==> src/include/ppu_macros.svh <==
`ifndef PPU_MACROS_SVH
`define PPU_MACROS_SVH

// Line and frame timing, in dots and lines
`define PPU_H_TOTAL       456
`define PPU_V_TOTAL       154
`define PPU_V_ACTIVE      144
`define PPU_H_OAM         80   // Mode 2 ends here, mode 3 starts

// Sync pulses
`define PPU_H_SYNC_START  76
`define PPU_H_SYNC_LEN    4
`define PPU_V_SYNC_START  153
`define PPU_V_SYNC_LEN    1

`define PPU_H_PIXELS      160

// Memory and CPU address windows
`define PPU_VRAM_AW       13
`define PPU_REG_BASE      16'hFF40
`define PPU_REG_LAST      16'hFF4B
`define PPU_VRAM_BASE     16'h8000
`define PPU_VRAM_LAST     16'h9FFF

// Palette after reset
`define PPU_BGP_RESET     8'hFC

`endif

==> src/rtl/ppu_pkg.sv <==
package ppu_pkg;

    // STAT mode field encoding
    typedef enum logic [1:0] {
        HBLANK = 2'd0,
        VBLANK = 2'd1,
        OAM    = 2'd2,
        XFER   = 2'd3
    } ppu_mode_e;

    typedef logic [1:0] pix_t;      // Colour index or shade

    // One decoded tile row, element 7 is the leftmost pixel
    typedef pix_t [7:0] tile_row_t;

    // Register offsets inside FF40..FF4B
    typedef enum logic [3:0] {
        REG_LCDC = 4'h0,
        REG_STAT = 4'h1,
        REG_SCY  = 4'h2,
        REG_SCX  = 4'h3,
        REG_LY   = 4'h4,
        REG_LYC  = 4'h5,
        REG_DMA  = 4'h6,
        REG_BGP  = 4'h7,
        REG_OBP0 = 4'h8,
        REG_OBP1 = 4'h9,
        REG_WY   = 4'hA,
        REG_WX   = 4'hB
    } reg_idx_e;

endpackage

==> src/rtl/ppu_cfg_if.sv <==
`timescale 1ns/10ps

// Static control levels from the register block
interface ppu_cfg_if;
    logic       lcd_en;         // LCDC bit 7
    logic       bg_en;          // LCDC bit 0
    logic       bg_map_sel;     // LCDC bit 3, 0=9800 1=9C00
    logic       tile_data_sel;  // LCDC bit 4, 1=8000 unsigned
    logic [7:0] scx;
    logic [7:0] scy;
    logic [7:0] bgp;

    modport regs (
        output lcd_en, bg_en, bg_map_sel, tile_data_sel, scx, scy, bgp
    );

    modport timing (
        input lcd_en
    );

    modport render (
        input lcd_en, bg_en, bg_map_sel, tile_data_sel, scx, scy, bgp
    );
endinterface

==> src/rtl/ppu_timing.sv <==
`timescale 1ns/10ps
`include "ppu_macros.svh"

module ppu_timing import ppu_pkg::*; (
    input  logic       clk,
    input  logic       rst,
    ppu_cfg_if.timing  cfg,
    input  logic       line_done,
    output logic       hs,
    output logic       vs,
    output logic [7:0] ly,
    output ppu_mode_e  mode,
    output logic       line_start
);
    logic [8:0] dot;
    logic [8:0] dot_nxt;
    logic [7:0] line;
    logic [7:0] line_nxt;
    ppu_mode_e  mode_q;
    ppu_mode_e  mode_nxt;

    // Free-running counters, independent of lcd_en
    always_comb begin
        dot_nxt  = dot + 9'd1;
        line_nxt = line;
        if (dot == `PPU_H_TOTAL - 1) begin
            dot_nxt  = 9'd0;
            line_nxt = (line == `PPU_V_TOTAL - 1) ? 8'd0 : line + 8'd1;
        end
    end

    // Mode for the coming dot
    always_comb begin
        if (!cfg.lcd_en || (line_nxt >= `PPU_V_ACTIVE))
            mode_nxt = VBLANK;
        else if (dot_nxt < `PPU_H_OAM)
            mode_nxt = OAM;
        else if (dot_nxt == `PPU_H_OAM)
            mode_nxt = XFER;
        else if ((mode_q == XFER) && !line_done)
            mode_nxt = XFER;            // Variable length transfer
        else
            mode_nxt = HBLANK;
    end

    always_ff @(posedge clk) begin
        if (rst) begin
            dot    <= 9'd0;
            line   <= 8'd0;
            hs     <= 1'b0;
            vs     <= 1'b0;
            mode_q <= VBLANK;
        end else begin
            dot    <= dot_nxt;
            line   <= line_nxt;
            hs     <= (dot_nxt >= `PPU_H_SYNC_START) &&
                      (dot_nxt < `PPU_H_SYNC_START + `PPU_H_SYNC_LEN);
            vs     <= (line_nxt >= `PPU_V_SYNC_START) &&
                      (line_nxt < `PPU_V_SYNC_START + `PPU_V_SYNC_LEN);
            mode_q <= mode_nxt;
        end
    end

    always_comb begin
        if (cfg.lcd_en)
            mode = mode_q;
        else
            mode = VBLANK;
    end

    assign ly         = cfg.lcd_en ? line : 8'd0;
    assign line_start = (mode == XFER) && (dot == `PPU_H_OAM);   // Visible lines only

    a_dot_range: assert property (@(posedge clk) disable iff (rst) dot < `PPU_H_TOTAL);

endmodule

==> src/flat_wrapper.sv <==
// flat-port wrapper written by rule: the top's interface ports become plain ports
module ppu_timing_flat import ppu_pkg::*;
  (clk, rst, line_done, hs, vs, ly, mode, line_start, cfg_lcd_en);
  ppu_cfg_if cfg_i ();
  input  logic clk;
  input  logic rst;
  input  logic line_done;
  output logic hs;
  output logic vs;
  output logic [7:0] ly;
  output ppu_mode_e mode;
  output logic line_start;
  input wire logic [$bits(cfg_i.lcd_en)-1:0] cfg_lcd_en;
  assign cfg_i.lcd_en = cfg_lcd_en;
  ppu_timing u_core (.clk(clk), .rst(rst), .cfg(cfg_i), .line_done(line_done), .hs(hs), .vs(vs), .ly(ly), .mode(mode), .line_start(line_start));
endmodule
==> config.mk <==
export PLATFORM = sky130hd
export DESIGN_NAME = ppu_timing_flat
export DESIGN_NICKNAME = d
export VERILOG_FILES = /design/src/rtl/ppu_pkg.sv /design/src/rtl/ppu_cfg_if.sv /design/src/rtl/ppu_timing.sv /design/src/flat_wrapper.sv
export VERILOG_INCLUDE_DIRS = /design/src /design/src/include
export SDC_FILE = /design/constraint.sdc
export NUM_CORES = 1
export LEC_CHECK = 0
export ABC_AREA = 1
export ABC_CLOCK_PERIOD_IN_PS = 1800
export BUFFER_PORTS_ARGS = -buffer_cell sky130_fd_sc_hd__buf_4
export CAP_MARGIN = 20
export CELL_PAD_IN_SITES_DETAIL_PLACEMENT = 0
export CELL_PAD_IN_SITES_GLOBAL_PLACEMENT = 1
export CORE_UTILIZATION = 40
export CTS_CLUSTER_DIAMETER = 30
export CTS_CLUSTER_SIZE = 16
export DETAILED_ROUTE_END_ITERATION = 7
export PLACE_DENSITY = 0.82
export SYNTH_ARGS = -nofsm -noshare
export SYNTH_HDL_FRONTEND = slang
export SYNTH_SLANG_ARGS = --single-unit
export TNS_END_PERCENT = 10
==> constraint.sdc <==
create_clock -name clk -period 1.8 [get_ports clk]
set_clock_uncertainty 0.1 [all_clocks]
set_input_delay 0.45 -clock clk [delete_from_list [all_inputs] [get_ports clk]]
set_output_delay 0.45 -clock clk [all_outputs]
set_load 0.01 [all_outputs]
# Word-level counts from Yosys, hierarchy flattened
# Index checks and enable logic that the tools add are counted.
# W data, S select, Z words.
[totals] regBits=21 inputBits=4 out_inout_bits=13 wordCells=34
[op_classes] addsub=2 n_lt_le_gt_ge=5 eq_ne=6 n_mux=8 n_reduce_logical=8
[op_table] operator="$mux W8" count=3
[op_table] operator="$eq A9 B7 Y1 const B" count=2
[op_table] operator="$ge A8 B8 Y1 const B" count=2
[op_table] operator="$add A9 B1 Y9 const B" count=1
[op_table] operator="$eq A9 B9 Y1 const B" count=1
[op_table] operator="$ge A9 B7 Y1 const B" count=1
[op_table] operator="$lt A9 B7 Y1 const B" count=1
[op_table] operator="$mux W9" count=1
[op_table] operator="$add A8 B1 Y8 const B" count=1
[op_table] operator="$eq A8 B8 Y1 const B" count=1
[op_table] operator="$lt A8 B8 Y1 const B" count=1
[op_table] operator="$mux W2" count=4
[op_table] operator="$eq A2 B2 Y1 const B" count=2
[op_table] operator="$logic_and A1 B1 Y1" count=4
[op_table] operator="$logic_not A1 Y1" count=2
[op_table] operator="$reduce_or A2 Y1" count=1
[op_table] operator="$logic_or A1 B1 Y1" count=1

# Depth between registers and ports, before layout
[logic_depth] depth_word=6 depth_mapped=13

# Worst setup path before layout
# Ideal clock, no wire load.
[synth_timing] path_type="input port to output port" from="in cfg_lcd_en" to="out line_start" arrival_ns=1.222 required_ns=1.250 slack_ns=0.028 stages=3 path_cell_list="clkbuf_1 > nand3_1 > nor4_1"
[synth_between] elab_chain_len=3
[synth_lines] item="start, declared" line_no="flat_wrapper.sv:13" rtl="input wire logic [$bits(cfg_i.lcd_en)-1:0] cfg_lcd_en;"
[synth_lines] item="$mux W2" line_no="ppu_timing.sv:65" rtl="if (cfg.lcd_en)"
[synth_lines] item="$eq A2 B2 Y1" line_no="ppu_timing.sv:72" rtl="assign line_start = (mode == XFER) && (dot == `PPU_H_OAM);"
[synth_lines] item="$logic_and A1 B1 Y1" line_no="ppu_timing.sv:72"
[synth_lines] item="end, declared" line_no="flat_wrapper.sv:12" rtl="output logic line_start;"
# No other way between the ends.

# Final worst setup path
[layout_timing] from="reg u_core.dot[1]" to="out line_start"
[layout_between] elab_chain_len=2
[layout_lines] item="start, declared" line_no="ppu_timing.sv:15" rtl="logic [8:0] dot;"
[layout_lines] item="start signal, assigned" line_no="ppu_timing.sv:54" rtl="dot <= dot_nxt;"
[layout_lines] item="$eq A9 B7 Y1 (no line)"
[layout_lines] item="$logic_and A1 B1 Y1" line_no="ppu_timing.sv:72"
# No other way between the ends.

==> impl_metrics.prom <==
# TYPE chip_impl_metric gauge
chip_impl_info{name="run_status",value="complete, but fails checks"} 1
chip_impl_info{name="violations",value="negative setup slack"} 1
chip_impl_metric{name="setup_viol_count_final",unit=""} 1
chip_impl_metric{name="drv_slew",unit=""} 0
chip_impl_metric{name="sequential_cell_area",unit="sq um"} 438
chip_impl_metric{name="gr_util_met1",unit="%"} 29.0
chip_impl_metric{name="total_die_area",unit="sq um"} 4170
chip_impl_info{name="hold_path_class",value="in2reg"} 1
chip_impl_metric{name="number_of_standard_cells_after_synthesis",unit=""} 254
chip_impl_metric{name="post-dp-hpwl",unit="mm"} 3.03
chip_impl_metric{name="clock_pin_slew_on_the_worst_setup_and_hold_paths",unit="ns"} 0.08
chip_impl_metric{name="worstPathArrival",unit="ns"} 1.25
chip_impl_metric{name="pin_count",unit=""} 17
chip_impl_metric{name="required",unit="ns"} 1.25
chip_impl_metric{name="postRouteWirelength",unit="mm"} 3.88
chip_impl_metric{name="layout-drive-gt1-share",unit="%"} 33.2
chip_impl_metric{name="synth_fp_nets",unit=""} 262
chip_impl_metric{name="synth_sequential_area_ratio",unit="%"} 26.9
chip_impl_metric{name="mappedNetlistArea",unit="sq um"} 1570
chip_impl_info{name="worstSetupEndpointType",value="output port"} 1
chip_impl_metric{name="insertion_delay",unit="ns"} 0.26
chip_impl_info{name="critical-path-top-delay-family",value="flip-flops"} 1
chip_impl_info{name="most-common-layout-cells",value="sky130_fd_sc_hd__nand2_1, sky130_fd_sc_hd__inv_1, sky130_fd_sc_hd__nor2_1, sky130_fd_sc_hd__buf_4, sky130_fd_sc_hd__nand3_1"} 1
chip_impl_info{name="path_class",value="reg2out"} 1
chip_impl_metric{name="fin_hold_viols",unit=""} 0
chip_impl_metric{name="period_minus_slack",unit="ns"} 1.80
chip_impl_metric{name="final_total_power",unit="uW"} 885
chip_impl_metric{name="synthToLayoutAreaGrowth",unit="%"} 24.7
chip_impl_metric{name="worstMarginPinSlew",unit="ns"} 0.295
chip_impl_metric{name="globalplace.congestion",unit=""} 0.835
chip_impl_info{name="busiest_layer",value="met2"} 1
chip_impl_metric{name="post_cts_hold_buffers",unit=""} 0
chip_impl_info{name="crit_chain",value="buf_6 -> inv_2 -> ha_4 -> nand3_4 -> nor4_4 -> buf_4"} 1
chip_impl_metric{name="initial_antenna_violation_count",unit=""} 0
chip_impl_metric{name="final_nets",unit=""} 289
chip_impl_metric{name="final_layout_worst_hold_slack",unit="ns"} 0.417
chip_impl_info{name="mostFrequentLayoutCell",value="sky130_fd_sc_hd__nand2_1"} 1
chip_impl_info{name="clockRootBuffer",value="sky130_fd_sc_hd__clkbuf_8"} 1
chip_impl_metric{name="wl_per_cell",unit="um"} 11.8
chip_impl_metric{name="detailedRoute.firstPassIterationCount",unit=""} 4
chip_impl_metric{name="peakVddDrop",unit="uV"} 223
chip_impl_metric{name="relSlewSlack",unit="%"} 80.4
chip_impl_metric{name="synth_cell_type_count",unit=""} 24
chip_impl_metric{name="fillerInstances",unit=""} 386
chip_impl_metric{name="antenna_cells_inserted",unit=""} 0
chip_impl_metric{name="post_detailed_route_drc_marker_count",unit=""} 0
chip_impl_metric{name="num_vias",unit=""} 1563
chip_impl_metric{name="first_pass_grt_wire_length",unit="mm"} 6.64
chip_impl_metric{name="grtUsageMet2",unit="%"} 33.9
chip_impl_metric{name="cts-root-to-sink-buffers",unit=""} 2
chip_impl_metric{name="placement.io_buffers",unit=""} 16
chip_impl_metric{name="post_synth.cell_area_avg",unit="sq um"} 6.16
chip_impl_metric{name="postLayoutSetupSlackWorst",unit="ns"} -0.000830
chip_impl_metric{name="fp-row-count",unit=""} 22
chip_impl_metric{name="dieHeight",unit="um"} 64.6
chip_impl_metric{name="track_usage",unit="%"} 20.9
chip_impl_metric{name="viasPerCell",unit=""} 4.77
chip_impl_metric{name="cts-buffers-inserted",unit=""} 3
chip_impl_metric{name="fmax",unit="MHz"} 555
chip_impl_metric{name="leakage",unit="nW"} 0.941
chip_impl_info{name="critPathSlowestCell",value="sky130_fd_sc_hd__dfxtp_2"} 1
chip_impl_metric{name="die_boundary_width",unit="um"} 64.6
chip_impl_metric{name="core_area",unit="sq um"} 3720
chip_impl_metric{name="route.antenna.remaining_nets",unit=""} 0
chip_impl_metric{name="htree_num_levels",unit=""} 1
chip_impl_metric{name="grt.overflow.total",unit=""} 0
chip_impl_info{name="cts_tree",value="yes"} 1
chip_impl_metric{name="first_global_vias",unit=""} 1367
chip_impl_metric{name="worst_path_largest_cell_delay",unit="ns"} 0.34
chip_impl_metric{name="floorplan.initialDensity",unit="%"} 42.1
chip_impl_metric{name="crit_path_max_fanout",unit=""} 2
chip_impl_metric{name="drtIter0Drc",unit=""} 69
chip_impl_metric{name="multi_input_comb_area",unit="sq um"} 1050
chip_impl_metric{name="utilization",unit="%"} 52.5
chip_impl_metric{name="finalCritPeriodShare",unit="%"} 100
chip_impl_metric{name="warnings_synthesis",unit=""} 0
chip_impl_metric{name="grt_start_max_net_pins",unit=""} 20
chip_impl_info{name="rsz0062_at_grt",value="true"} 1
chip_impl_metric{name="worst-path-buf-inv",unit=""} 3
chip_impl_metric{name="grtUsageMet3",unit="%"} 2.64
chip_impl_info{name="crit_path_start_kind",value="flip-flop"} 1
chip_impl_metric{name="clock-sinks",unit=""} 21
chip_impl_metric{name="yosys_register_bits",unit=""} 21
chip_impl_metric{name="drv.max_cap_violation_count",unit=""} 0
chip_impl_metric{name="cellPowerDensity",unit="nW/um^2"} 453
-- layout make-up --
class                   instances  area share, %
multi-input cells             187           53.7
flip-flops and latches         21           22.4
repair buffers                 25           10.0
inverters                      43           8.53
well taps                      48           3.08
clock buffers                   4           2.31
-- worst reg2reg max path: cells and delay by family, from the launching register on --
kind	cells	cell delay [ns]
flops	1	0.34
buf+inv	3	0.27
fa+ha+maj	1	0.15
simple gates	9	0.80
-- cells in the mapped netlist --
library cell / number / area share, %
sky130_fd_sc_hd__nand2_1: 71 / 17
sky130_fd_sc_hd__inv_1: 38 / 9.1
sky130_fd_sc_hd__nor2_1: 33 / 7.9
sky130_fd_sc_hd__dfxtp_1: 21 / 27
sky130_fd_sc_hd__nand3_1: 21 / 6.7
sky130_fd_sc_hd__nand2_2: 13 / 5.2
sky130_fd_sc_hd__nor2_2: 9 / 3.6
sky130_fd_sc_hd__nor2_4: 7 / 5.0
sky130_fd_sc_hd__inv_2: 5 / 1.2
sky130_fd_sc_hd__ha_1: 4 / 3.2
sky130_fd_sc_hd__nand3_2: 4 / 2.6
sky130_fd_sc_hd__nor3_1: 4 / 1.3
sky130_fd_sc_hd__o21ai_0: 4 / 1.3
sky130_fd_sc_hd__a21oi_1: 3 / 0.96
sky130_fd_sc_hd__clkbuf_1: 3 / 0.72
sky130_fd_sc_hd__nand4_1: 3 / 1.2
sky130_fd_sc_hd__nand2_4: 2 / 1.4
sky130_fd_sc_hd__o21ai_1: 2 / 0.64
sky130_fd_sc_hd__or2_2: 2 / 0.80
sky130_fd_sc_hd__a21boi_2: 1 / 0.72
sky130_fd_sc_hd__nand3_4: 1 / 1.1
sky130_fd_sc_hd__nor3b_1: 1 / 0.48
sky130_fd_sc_hd__nor4_1: 1 / 0.40
sky130_fd_sc_hd__xnor2_1: 1 / 0.56
-- report_power, final --
group	leakage (nW)	internal (mW)	switching, mW
sequential	0.175	0.470	0.00804
combinational	0.742	0.0411	0.0498
clock	0.0228	0.158	0.158
total	0.941	0.669	0.216
-- state kept, by name, indices dropped and copies added (netlist names) --
register       cells
u_core.vs          1
u_core.mode_q      2
u_core.hs          1
u_core.dot         9
u_core.line        8
-- per-stage QoR --
step | area, sq um | cells | setup TNS [ns] | worst slack [ns]
after floorplan | 1570 | 254 | 0 | 0.0279
after global placement | 1790 | 323 | 0 | 0.0360
after detailed placement | 1790 | 323 | 0 | 0.0555
after CTS | 1900 | 328 | -0.0108 | -0.0108
after global routing | 1950 | 328 | -0.292 | -0.0929
final | 1950 | 328 | -0.000830 | -0.000830
-- kinds of logic after synthesis --
group           Yosys count  synth area share [%]
simple gates            172                  54.8
fa+ha+maj                 4                  3.20
xor+xnor                  1                 0.560
flops                    21                  26.9
buf+inv                  46                  11.0
compound gates           10                  3.60
-- per-layer routing --
metal  wire length, um  vias to the layer above
met1              1930                      697
met2              1800                       27
met5                 0                        -
li1                  -                      835
met4                38                        0
met3               116                        4
-- what timing repair did --
action | CTS | global route
endpoints found under the hold margin | 0 | 0
gates resized for setup | 19 | 15
setup buffers | 1 | 0
endpoints found under the setup margin | 1 | 5
pin swaps | 2 | 2
-- worst paths after layout --
kind | start | endpoint | slack, ns | depth (start not counted)
min | rst | u_core.line[1] | 0.42 | 2
max | u_core.dot[1] | line_start | -0.0008 | 6
min reg2reg | u_core.dot[0] | u_core.dot[0] | 0.43 | 2
max reg2reg | u_core.dot[0] | u_core.mode_q[1] | 0.05 | 13
No activity file was read; power rests on OpenSTA's default activity.
