$ cat config.mk
export PLATFORM = sky130hd
export DESIGN_NAME = ppu_bg_render_flat
export DESIGN_NICKNAME = d
export VERILOG_FILES = /design/src/rtl/ppu_pkg.sv /design/src/rtl/ppu_cfg_if.sv /design/src/rtl/ppu_bg_render.sv /design/src/flat_wrapper.sv
export VERILOG_INCLUDE_DIRS = /design/src /design/src/include
export SDC_FILE = /design/constraint.sdc
export NUM_CORES = 1
export LEC_CHECK = 0
export ABC_AREA = 1
export BUFFER_PORTS_ARGS = -buffer_cell sky130_fd_sc_hd__buf_2
export CAP_MARGIN = 20
export CORE_MARGIN = 1
export CORE_UTILIZATION = 50
export CTS_BUF_LIST = sky130_fd_sc_hd__clkbuf_4 sky130_fd_sc_hd__clkbuf_8
export DETAILED_ROUTE_END_ITERATION = 16
export PLACE_DENSITY = 0.71
export RECOVER_POWER = 50
export SLEW_MARGIN = 15
export SYNTH_ARGS = -nofsm -noshare
export SYNTH_HDL_FRONTEND = slang
export SYNTH_SLANG_ARGS = --single-unit
$ cat constraint.sdc
create_clock -name clk -period 4.3 [get_ports clk]
set_clock_uncertainty 0.2 [all_clocks]
set_input_delay 0.43 -clock clk [delete_from_list [all_inputs] [get_ports clk]]
set_output_delay 0.43 -clock clk [all_outputs]
set_load 0.05 [all_outputs]
$ cat src/include/ppu_macros.svh
`ifndef PPU_MACROS_SVH
`define PPU_MACROS_SVH

// Line and frame timing, in dots and lines
`define PPU_H_TOTAL       456
`define PPU_V_TOTAL       154
`define PPU_V_ACTIVE      144
`define PPU_H_OAM         80   // Mode 2 ends here, mode 3 starts

// Sync pulses
`define PPU_H_SYNC_START  76
`define PPU_H_SYNC_LEN    4
`define PPU_V_SYNC_START  153
`define PPU_V_SYNC_LEN    1

`define PPU_H_PIXELS      160

// Memory and CPU address windows
`define PPU_VRAM_AW       13
`define PPU_REG_BASE      16'hFF40
`define PPU_REG_LAST      16'hFF4B
`define PPU_VRAM_BASE     16'h8000
`define PPU_VRAM_LAST     16'h9FFF

// Palette after reset
`define PPU_BGP_RESET     8'hFC

`endif

$ cat src/rtl/ppu_pkg.sv
package ppu_pkg;

    // STAT mode field encoding
    typedef enum logic [1:0] {
        HBLANK = 2'd0,
        VBLANK = 2'd1,
        OAM    = 2'd2,
        XFER   = 2'd3
    } ppu_mode_e;

    typedef logic [1:0] pix_t;      // Colour index or shade

    // One decoded tile row, element 7 is the leftmost pixel
    typedef pix_t [7:0] tile_row_t;

    // Register offsets inside FF40..FF4B
    typedef enum logic [3:0] {
        REG_LCDC = 4'h0,
        REG_STAT = 4'h1,
        REG_SCY  = 4'h2,
        REG_SCX  = 4'h3,
        REG_LY   = 4'h4,
        REG_LYC  = 4'h5,
        REG_DMA  = 4'h6,
        REG_BGP  = 4'h7,
        REG_OBP0 = 4'h8,
        REG_OBP1 = 4'h9,
        REG_WY   = 4'hA,
        REG_WX   = 4'hB
    } reg_idx_e;

endpackage

$ cat src/rtl/ppu_cfg_if.sv
`timescale 1ns/10ps

// Static control levels from the register block
interface ppu_cfg_if;
    logic       lcd_en;         // LCDC bit 7
    logic       bg_en;          // LCDC bit 0
    logic       bg_map_sel;     // LCDC bit 3, 0=9800 1=9C00
    logic       tile_data_sel;  // LCDC bit 4, 1=8000 unsigned
    logic [7:0] scx;
    logic [7:0] scy;
    logic [7:0] bgp;

    modport regs (
        output lcd_en, bg_en, bg_map_sel, tile_data_sel, scx, scy, bgp
    );

    modport timing (
        input lcd_en
    );

    modport render (
        input lcd_en, bg_en, bg_map_sel, tile_data_sel, scx, scy, bgp
    );
endinterface

$ cat src/rtl/ppu_bg_render.sv
`timescale 1ns/10ps
`include "ppu_macros.svh"

module ppu_bg_render import ppu_pkg::*; (
    input  logic                    clk,
    input  logic                    rst,
    ppu_cfg_if.render               cfg,
    input  logic [7:0]              ly,
    input  logic                    line_start,
    output logic [`PPU_VRAM_AW-1:0] vram_raddr,
    input  logic [7:0]              vram_rdata,
    output pix_t                    pixel,
    output logic                    valid,
    output logic                    line_done
);
    // Each byte takes an address stage (A) and a read stage (B)
    typedef enum logic [2:0] {
        F_IDLE, F_TID_A, F_TID_B, F_LO_A, F_LO_B, F_HI_A, F_HI_B
    } fetch_e;

    fetch_e                  state;
    logic                    active;
    logic                    streaming;     // Both halves filled once
    logic [4:0]              tile_cnt;
    logic [7:0]              tile_id;
    logic [7:0]              data_lo;
    tile_row_t               half [2];
    logic [1:0]              half_full;
    logic                    wr_half;
    logic                    rd_half;
    logic [2:0]              rd_pos;
    logic [7:0]              px_cnt;
    logic [7:0]              bg_y;
    logic [4:0]              map_col;
    logic [`PPU_VRAM_AW-1:0] map_addr;
    logic [`PPU_VRAM_AW-1:0] row_addr;
    tile_row_t               fetched_row;
    pix_t                    out_idx;
    logic                    fire;

    assign bg_y     = ly + cfg.scy;
    assign map_col  = tile_cnt + cfg.scx[7:3];                  // Wraps at 32
    assign map_addr = {2'b11, cfg.bg_map_sel, bg_y[7:3], map_col}; // 0x1800 or 0x1C00
    // Unsigned from 0x0000, or signed tile number around 0x1000
    assign row_addr = {~cfg.tile_data_sel & ~tile_id[7], tile_id, bg_y[2:0], 1'b0};

    always_comb begin
        for (int k = 0; k < 8; k++) begin
            fetched_row[k] = {vram_rdata[k], data_lo[k]};  // High plane is the MSB
        end
    end

    assign out_idx = half[rd_half][~rd_pos];
    assign fire    = active && cfg.lcd_en && streaming && half_full[rd_half] &&
                     (px_cnt < `PPU_H_PIXELS);

    //////////////////////////////////////////////////////////////////////
    // Fetch control and pixel output

    always_ff @(posedge clk) begin
        if (rst) begin
            state     <= F_IDLE;
            active    <= 1'b0;
            streaming <= 1'b0;
            tile_cnt  <= 5'd0;
            half_full <= 2'b00;
            wr_half   <= 1'b0;
            rd_half   <= 1'b0;
            rd_pos    <= 3'd0;
            px_cnt    <= 8'd0;
            valid     <= 1'b0;
            pixel     <= '0;
            line_done <= 1'b0;
        end else begin
            valid     <= fire;
            line_done <= 1'b0;
            if (fire)
                pixel <= cfg.bg_en ? pix_t'(cfg.bgp[{out_idx, 1'b0} +: 2]) : pix_t'(2'd0);

            if (!cfg.lcd_en) begin
                active <= 1'b0;
                state  <= F_IDLE;
            end else if (line_start) begin
                active    <= 1'b1;
                state     <= F_TID_A;
                streaming <= 1'b0;
                tile_cnt  <= 5'd0;
                half_full <= 2'b00;
                wr_half   <= 1'b0;
                rd_half   <= 1'b0;
                rd_pos    <= 3'd0;
                px_cnt    <= 8'd0;
            end else if (active) begin
                if (px_cnt == `PPU_H_PIXELS) begin
                    active    <= 1'b0;      // Last pixel already out
                    state     <= F_IDLE;
                    line_done <= 1'b1;
                end else begin
                    if (half_full == 2'b11)
                        streaming <= 1'b1;
                    if (fire) begin
                        px_cnt <= px_cnt + 8'd1;
                        rd_pos <= rd_pos + 3'd1;
                        if (rd_pos == 3'd7) begin
                            half_full[rd_half] <= 1'b0;  // Free for refill
                            rd_half            <= ~rd_half;
                        end
                    end
                    case (state)
                        F_TID_A: if (!half_full[wr_half]) state <= F_TID_B;
                        F_TID_B: state <= F_LO_A;
                        F_LO_A:  state <= F_LO_B;
                        F_LO_B:  state <= F_HI_A;
                        F_HI_A:  state <= F_HI_B;
                        F_HI_B: begin
                            half_full[wr_half] <= 1'b1;
                            wr_half            <= ~wr_half;
                            tile_cnt           <= tile_cnt + 5'd1;
                            state              <= F_TID_A;
                        end
                        default: state <= F_IDLE;
                    endcase
                end
            end
        end
    end

    // Addresses and fetched bytes
    always_ff @(posedge clk) begin
        case (state)
            F_TID_A: if (!half_full[wr_half]) vram_raddr <= map_addr;
            F_TID_B: tile_id    <= vram_rdata;
            F_LO_A:  vram_raddr <= row_addr;
            F_LO_B:  data_lo    <= vram_rdata;
            F_HI_A:  vram_raddr <= {row_addr[`PPU_VRAM_AW-1:1], 1'b1};
            F_HI_B:  half[wr_half] <= fetched_row;
            default: ;
        endcase
    end

    a_valid_active: assert property (@(posedge clk) disable iff (rst) valid |-> active);

endmodule

$ cat src/flat_wrapper.sv
// flat-port wrapper written by rule: the top's interface ports become plain ports
module ppu_bg_render_flat import ppu_pkg::*;
  (clk, rst, ly, line_start, vram_raddr, vram_rdata, pixel, valid, line_done, cfg_lcd_en, cfg_bg_en, cfg_bg_map_sel, cfg_tile_data_sel, cfg_scx, cfg_scy, cfg_bgp);
  ppu_cfg_if cfg_i ();
  input  logic clk;
  input  logic rst;
  input  logic [7:0] ly;
  input  logic line_start;
  output logic [`PPU_VRAM_AW-1:0] vram_raddr;
  input  logic [7:0] vram_rdata;
  output pix_t pixel;
  output logic valid;
  output logic line_done;
  input wire logic [$bits(cfg_i.lcd_en)-1:0] cfg_lcd_en;
  input wire logic [$bits(cfg_i.bg_en)-1:0] cfg_bg_en;
  input wire logic [$bits(cfg_i.bg_map_sel)-1:0] cfg_bg_map_sel;
  input wire logic [$bits(cfg_i.tile_data_sel)-1:0] cfg_tile_data_sel;
  input wire logic [$bits(cfg_i.scx)-1:0] cfg_scx;
  input wire logic [$bits(cfg_i.scy)-1:0] cfg_scy;
  input wire logic [$bits(cfg_i.bgp)-1:0] cfg_bgp;
  assign cfg_i.lcd_en = cfg_lcd_en;
  assign cfg_i.bg_en = cfg_bg_en;
  assign cfg_i.bg_map_sel = cfg_bg_map_sel;
  assign cfg_i.tile_data_sel = cfg_tile_data_sel;
  assign cfg_i.scx = cfg_scx;
  assign cfg_i.scy = cfg_scy;
  assign cfg_i.bgp = cfg_bgp;
  ppu_bg_render u_core (.clk(clk), .rst(rst), .cfg(cfg_i), .ly(ly), .line_start(line_start), .vram_raddr(vram_raddr), .vram_rdata(vram_rdata), .pixel(pixel), .valid(valid), .line_done(line_done));
endmodule
# --- Yosys cells after proc, flatten, opt, wreduce, memory -nomap -nowiden ---
# Memory sizes are Yosys's and may differ from the RTL's. A register that Yosys moved wholly into a read port is not among the register bits.
# Cells that the tools add are included.
word_totals:
  reg_bits: 58
  output_inout_bits: 17
  ramBits: 32
  n_memories: 1
  elab_cells: 138
  inputBits: 47
op_classes:
  reduce_logical: 23
  muxes: 62
  eq_ne: 13
  n_bitwise: 11
  n_lt_le_gt_ge: 6
  shift: 1
  addsub: 5
memory_table:
  columns: ["name", "depth", "width", "read_ports", "rd_clocked_by_memory_dff", "wr", "line_no", "text"]
  rows:
  - ["u_core.half", 2, 16, 1, 1, 1, "ppu_bg_render.sv:27", "tile_row_t half [2];"]
ops:
  columns: ["operator", "n"]
  rows:
  - ["one-hot mux 13 bit (3 select lines)", 1]
  - ["two-way mux 8 bit", 4]
  - ["two-way mux 1 bit", 29]
  - ["two-way mux 2 bit", 13]
  - ["two-way mux 5 bit", 4]
  - ["two-way mux 3 bit", 6]
  - ["one-hot mux 3 bit (6 select lines)", 1]
  - ["two-way mux 13 bit", 1]
  - ["== test 3 bit (second input constant)", 4]
  - ["AND reduction 4 bit", 3]
  - ["nonzero test 2 bit", 5]
  - ["adder 8 x 1 -> 8 bit (second input constant)", 1]
  - ["adder 8 bit", 1]
  - ["== test 8 bit (second input constant)", 1]
  - ["< comparator 8 bit (second input constant)", 1]
  - ["indexed part select 8 x 4 -> 2 bit", 1]
  - ["binary-select mux 2 bit (select 3 bit)", 1]
  - ["== test 3 x 2 -> 1 bit (second input constant)", 2]
  - ["logical AND 1 bit", 6]
  - ["inverter 1 bit", 6]
  - ["AND reduction 2 bit", 3]
  - ["adder 5 x 1 -> 5 bit (second input constant)", 1]
  - ["adder 5 bit", 1]
  - ["AND reduction 5 bit", 1]
  - ["20 further kinds", 24]

# --- Logic depth before layout (Yosys ltp) ---
logic_depth:
  word_depth: 18
  depth_mapped: 13
  ltp_nobuf: 12

# --- Worst setup path after synthesis ---
# No wires, ideal clock.
synth_path:
  kind: "input -> register"
  start: "in cfg_scy[0]"
  end: "reg u_core.vram_raddr[8] (data pin)"
  setup_ns: 0.270
  path_stages: 9
  t_required_ns: 3.830
  setup_slack_ns: 2.109
  arrival_time_ns: 1.720
  n_path_buf: 0
  cell_sequence: "ha_1 > fa_1 > nand2_1 > a21boi_0 > o21ai_0 > nand2_1 > a21oi_1 > or2_2 > a31oi_1"
synth_between:
  elab_chain_cells: 3
synth_lines:
  columns: ["item", "line_no", "text"]
  rows:
  - ["from (decl)", "flat_wrapper.sv:19", "input wire logic [$bits(cfg_i.scy)-1:0] cfg_scy;"]
  - ["adder 8 bit", "ppu_bg_render.sv:41", "assign bg_y = ly + cfg.scy;"]
  - ["two-way mux 13 bit", "ppu_bg_render.sv:131", "F_TID_A: if (!half_full[wr_half]) vram_raddr <= map_addr;"]
  - ["one-hot mux 13 bit (3 select lines)", "ppu_bg_render.sv:130", "case (state)"]
  - ["to (signal assigned)", "ppu_bg_render.sv:131", null]
  - ["to (signal assigned)", "ppu_bg_render.sv:133", "F_LO_A: vram_raddr <= row_addr;"]
  - ["to (signal assigned)", "ppu_bg_render.sv:135", "F_HI_A: vram_raddr <= {row_addr[`PPU_VRAM_AW-1:1], 1'b1};"]
  - ["to (decl)", "ppu_bg_render.sv:10", "output logic [`PPU_VRAM_AW-1:0] vram_raddr,"]
# No other way between the ends. The select of a mux whose other input is x is not followed.
# A chain may end at the register's enable or synchronous reset.

# --- Worst setup path after layout ---
layout_path:
  start: "reg u_core.px_cnt[0]"
  end: "reg u_core.px_cnt[0]"
layout_between:
  elab_chain_cells: 5
  elab_cells_between_ends: 11
  classes_between: "1 x add/sub; 1 x order compare; 2 x eq/ne; 4 x mux; 3 x reduce/logical"
layout_lines:
  columns: ["item", "line_no", "text"]
  rows:
  - ["from (decl)", "ppu_bg_render.sv:32", "logic [7:0] px_cnt;"]
  - ["from (signal assigned)", "ppu_bg_render.sv:102", "px_cnt <= px_cnt + 8'd1;"]
  - ["adder 8 x 1 -> 8 bit", "ppu_bg_render.sv:102", null]
  - ["two-way mux 8 bit", "ppu_bg_render.sv:101", "if (fire) begin"]
  - ["two-way mux 8 bit", "ppu_bg_render.sv:94", "if (px_cnt == `PPU_H_PIXELS) begin"]
  - ["two-way mux 8 bit", "ppu_bg_render.sv:93", "end else if (active) begin"]
  - ["two-way mux 8 bit", "ppu_bg_render.sv:83", "end else if (line_start) begin"]
# Parallel ways exist; a longest one is shown, timed or not. The select of a mux whose other input is x is not followed.

==> impl_results.md <==
- Status: complete, no violations
- Ys flop type: edfxtp_1
- Worst hold-check path type: in2reg
- Non-filler cells, final: 636
- Worst Hold Depth: 3
- # DRC: 0
- Initial Util: 0.520
- Clk slew on worst S/H paths: 90 ps
- CTS max path bufs: 2
- Arr. time, crit path: 2620 ps
- Distinct cells, synth: 33
- Most common cell after layout, fill and taps aside: nand2_1
- Initial antenna violation count: 0
- CTS sink count: 91
- Root Driver: clkbuf_8
- Fillers: 722
- Register area: 2430 µm²
- DRT antenna net count: 0
- Syn. warnings: 0
- DR iter-0 viols: 161
- Core Area: 8260 µm²
- WL per Instance: 12.6 µm
- Slew @ Worst Pin: 911 ps
- Worst Hold End: u_core.vram_raddr[10]
- Main area contributors after synthesis: edfxtp_1 43%, dfxtp_1 14%, nand2_1 10%
- Reg2Reg Setup Slack: 1720 ps
- Flops & latches, synth: 91
- Die W: 94.6 µm
- Crit share post-route: 0.600
- CP Cell Sequence: inv_1 > ha_1 > nand3_1 > nor3_1 > nand2_1 > nand3_1 > nor2_1 > inv_2 > o21ai_0 > a21oi_1
- Worst endpoint required time: 4340 ps
- Area growth syn-to-layout: 12.9%
- CTS hold repair buffers: 0
- Core Rows: 33
- Post-synth ARST share: 0
- Most frequent cells in the layout: 114 x nand2_1, 61 x edfxtp_1, 54 x inv_1
- CTS tree: done
- RR Endpoint: u_core.px_cnt[0]
- Fin. max-slew vios: 0
- Relative slew slack: 0.392
- H-tree lvl count: 3
- Lkg Pwr: 1.97 nW
- Largest net degree at the start of global routing: 19
- CP max stage delay: 650 ps
- Sum of negative setup slack: 0 ps
- Min-delay src: cfg_bg_map_sel
- Setup Buffers After CTS: 0
- Critical Path Start Type: flip-flop
- PwrDens: 347 nW/µm²
- Dpl ws: 1750 ps
- Global route overflow: 0
- Final setup margin: 1720 ps
- Mapped Area: 4290 µm²
- Max-Cap Viols: 0
- Slowest CP cell: nor2_1
- Layout cells sized above 1: 0.111
- Die Ht: 94.6 µm
- Die area: 8960 µm²
- CP bufs+invs: 2
- Placed cell areas: 4680 µm²
- Post-CTS sizing: 0
- Clk_lat worst skew: 360 ps
- Syn nets: 527
- ANT cells: 0
- # port buffers: 60
- Register area share after synthesis: 0.567
- WL final: 8020 µm
- Critical Path End Type: flip-flop
- Max Clk Rate: 388 MHz
- Via-to-Cell Ratio: 5.03
- CP max FO: 11
- Number of enable flip-flop cells after synthesis: 61
- Post-layout instance area: 4840 µm²
- Most used cell, CP: nand3_1
- DR vias: 3,198
- Crit-path leading delay family: simple AND/OR/NAND/NOR gates
- TritonCTS buffer count: 9
- Pre-Repair DR Iteration Count: 4
- Global-route usage over all layers: 0.195
- Post-synth top area cell: edfxtp_1
- Post-synthesis area per instance: 9.29 µm²
- Setup CP Type: reg2reg
- Placed cells: 620
- Global-route wire length before repair: 13,200 µm
- Multi-input gate area: 1560 µm²
- RSZ-0062 raised after global routing: no
- Vias in the first global route: 2,882
- Nets: 591
- Tmin final: 2580 ps
- Critical register-to-register path startpoint: u_core.px_cnt[0]
- R2R cell count: 10
- DP HPWL: 5720 µm
- Setup violators final: 0
- RD Place Congestion: 0.907
- Max IR drop VDD: 0.000169 V
- Mapped Cells: 462
- I/O Pins: 64
- Final Hold Viols: 0
- Top cell type's share of synthesized area: 0.427
==> registers in the layout, summed over array words and instances, names as in the netlist, named ones only <==
signal / flops
u_core.state: 3
u_core.line_done: 1
u_core.valid: 1
u_core.rd_half: 1
u_core.px_cnt: 8
u_core.vram_raddr: 13
u_core.wr_half: 1
u_core.streaming: 1
u_core.half_full: 2
u_core.tile_cnt: 5
u_core.half: 32
u_core.pixel: 2
u_core.data_lo: 8
u_core.tile_id: 8
u_core.rd_pos: 3
u_core.active: 1
==> worst register-to-register path, cell delays in order, from the launching register on <==
cell	delay (ps)
dfxtp_1	350
inv_1	90
ha_1	210
nand3_1	90
nor3_1	110
nand2_1	80
nand3_1	150
nor2_1	650
inv_2	210
o21ai_0	250
a21oi_1	70
==> power by group <==
| group | switching (mW) | internal (mW) |
|---|---|---|
| clock | 0.292 | 0.326 |
| sequential | 0.00332 | 0.939 |
| combinational | 0.0772 | 0.0420 |
| total | 0.372 | 1.31 |
==> layer usage <==
| layer | up-vias | GRT usage | wire [µm] |
|---|---|---|---|
| met1 | 1422 | 0.247 | 3600 |
| met2 | 109 | 0.319 | 3730 |
| li1 | 1660 | - | - |
| met5 | - | 0 | 0 |
| met3 | 7 | 0.0531 | 582 |
| met4 | 0 | 0.0707 | 110 |
==> area by class of cell <==
type	instances	share of cell area
clock buffer	9	0.0256
clock inverter	7	0.0189
inverter	58	0.0449
multi-input combinational	303	0.322
sequential	91	0.502
tap	105	0.0271
timing repair buffer	63	0.0594
==> cell usage after synthesis (2+ instances only) <==
cell type,instances
nand2_1,114
edfxtp_1,61
inv_1,54
nand3_1,46
nor2_1,38
a21oi_1,32
dfxtp_1,30
o21ai_0,18
ha_1,16
xor2_1,10
buf_4,4
nor3_1,4
a31oi_1,3
inv_2,3
a211oi_1,2
buf_2,2
buf_6,2
clkbuf_1,2
fa_1,2
nand3b_1,2
nand4_1,2
nor2_2,2
or2_2,2
xnor2_1,2
==> cells by family (layout without fill, tap and decap cells) <==
group                    Yosys count  count (layout)  synth area share
flip-flops                        91              91             0.567
XOR/XNOR                          12              12            0.0245
AO/OA/AOI/OAI                     60              60            0.0749
AND/OR/NAND/NOR                  213             213             0.211
buffers and inverters             68             137            0.0671
adder cells (fa/ha/maj)           18              18            0.0560
==> worst max path at each step <==
| stage | slack, ps | to | cells past startpoint | start |
|---|---|---|---|---|
| global placement | 1770 | u_core.px_cnt[6] | 9 | line_start |
| CTS | 1830 | u_core.px_cnt[6] | 11 | u_core.px_cnt[0] |
| floorplan | 2110 | u_core.vram_raddr[8] | 9 | cfg_scy[0] |
| detailed placement | 1750 | u_core.px_cnt[0] | 8 | line_start |
| global route | 1480 | u_core.px_cnt[0] | 10 | u_core.px_cnt[0] |
| finish | 1720 | u_core.px_cnt[0] | 10 | u_core.px_cnt[0] |
==> through the flow <==
stage | util | total power, mW | hold slack (ps)
after floorplan | - | 1.04 | 221
after global placement | 0.566 | 1.08 | 225
after detailed placement | 0.566 | 1.08 | 233
after CTS | 0.592 | 1.69 | 79.0
after global routing | 0.587 | 1.74 | 144
final | 0.587 | 1.68 | 141
Note: power is estimated with default switching activity, not from simulation.
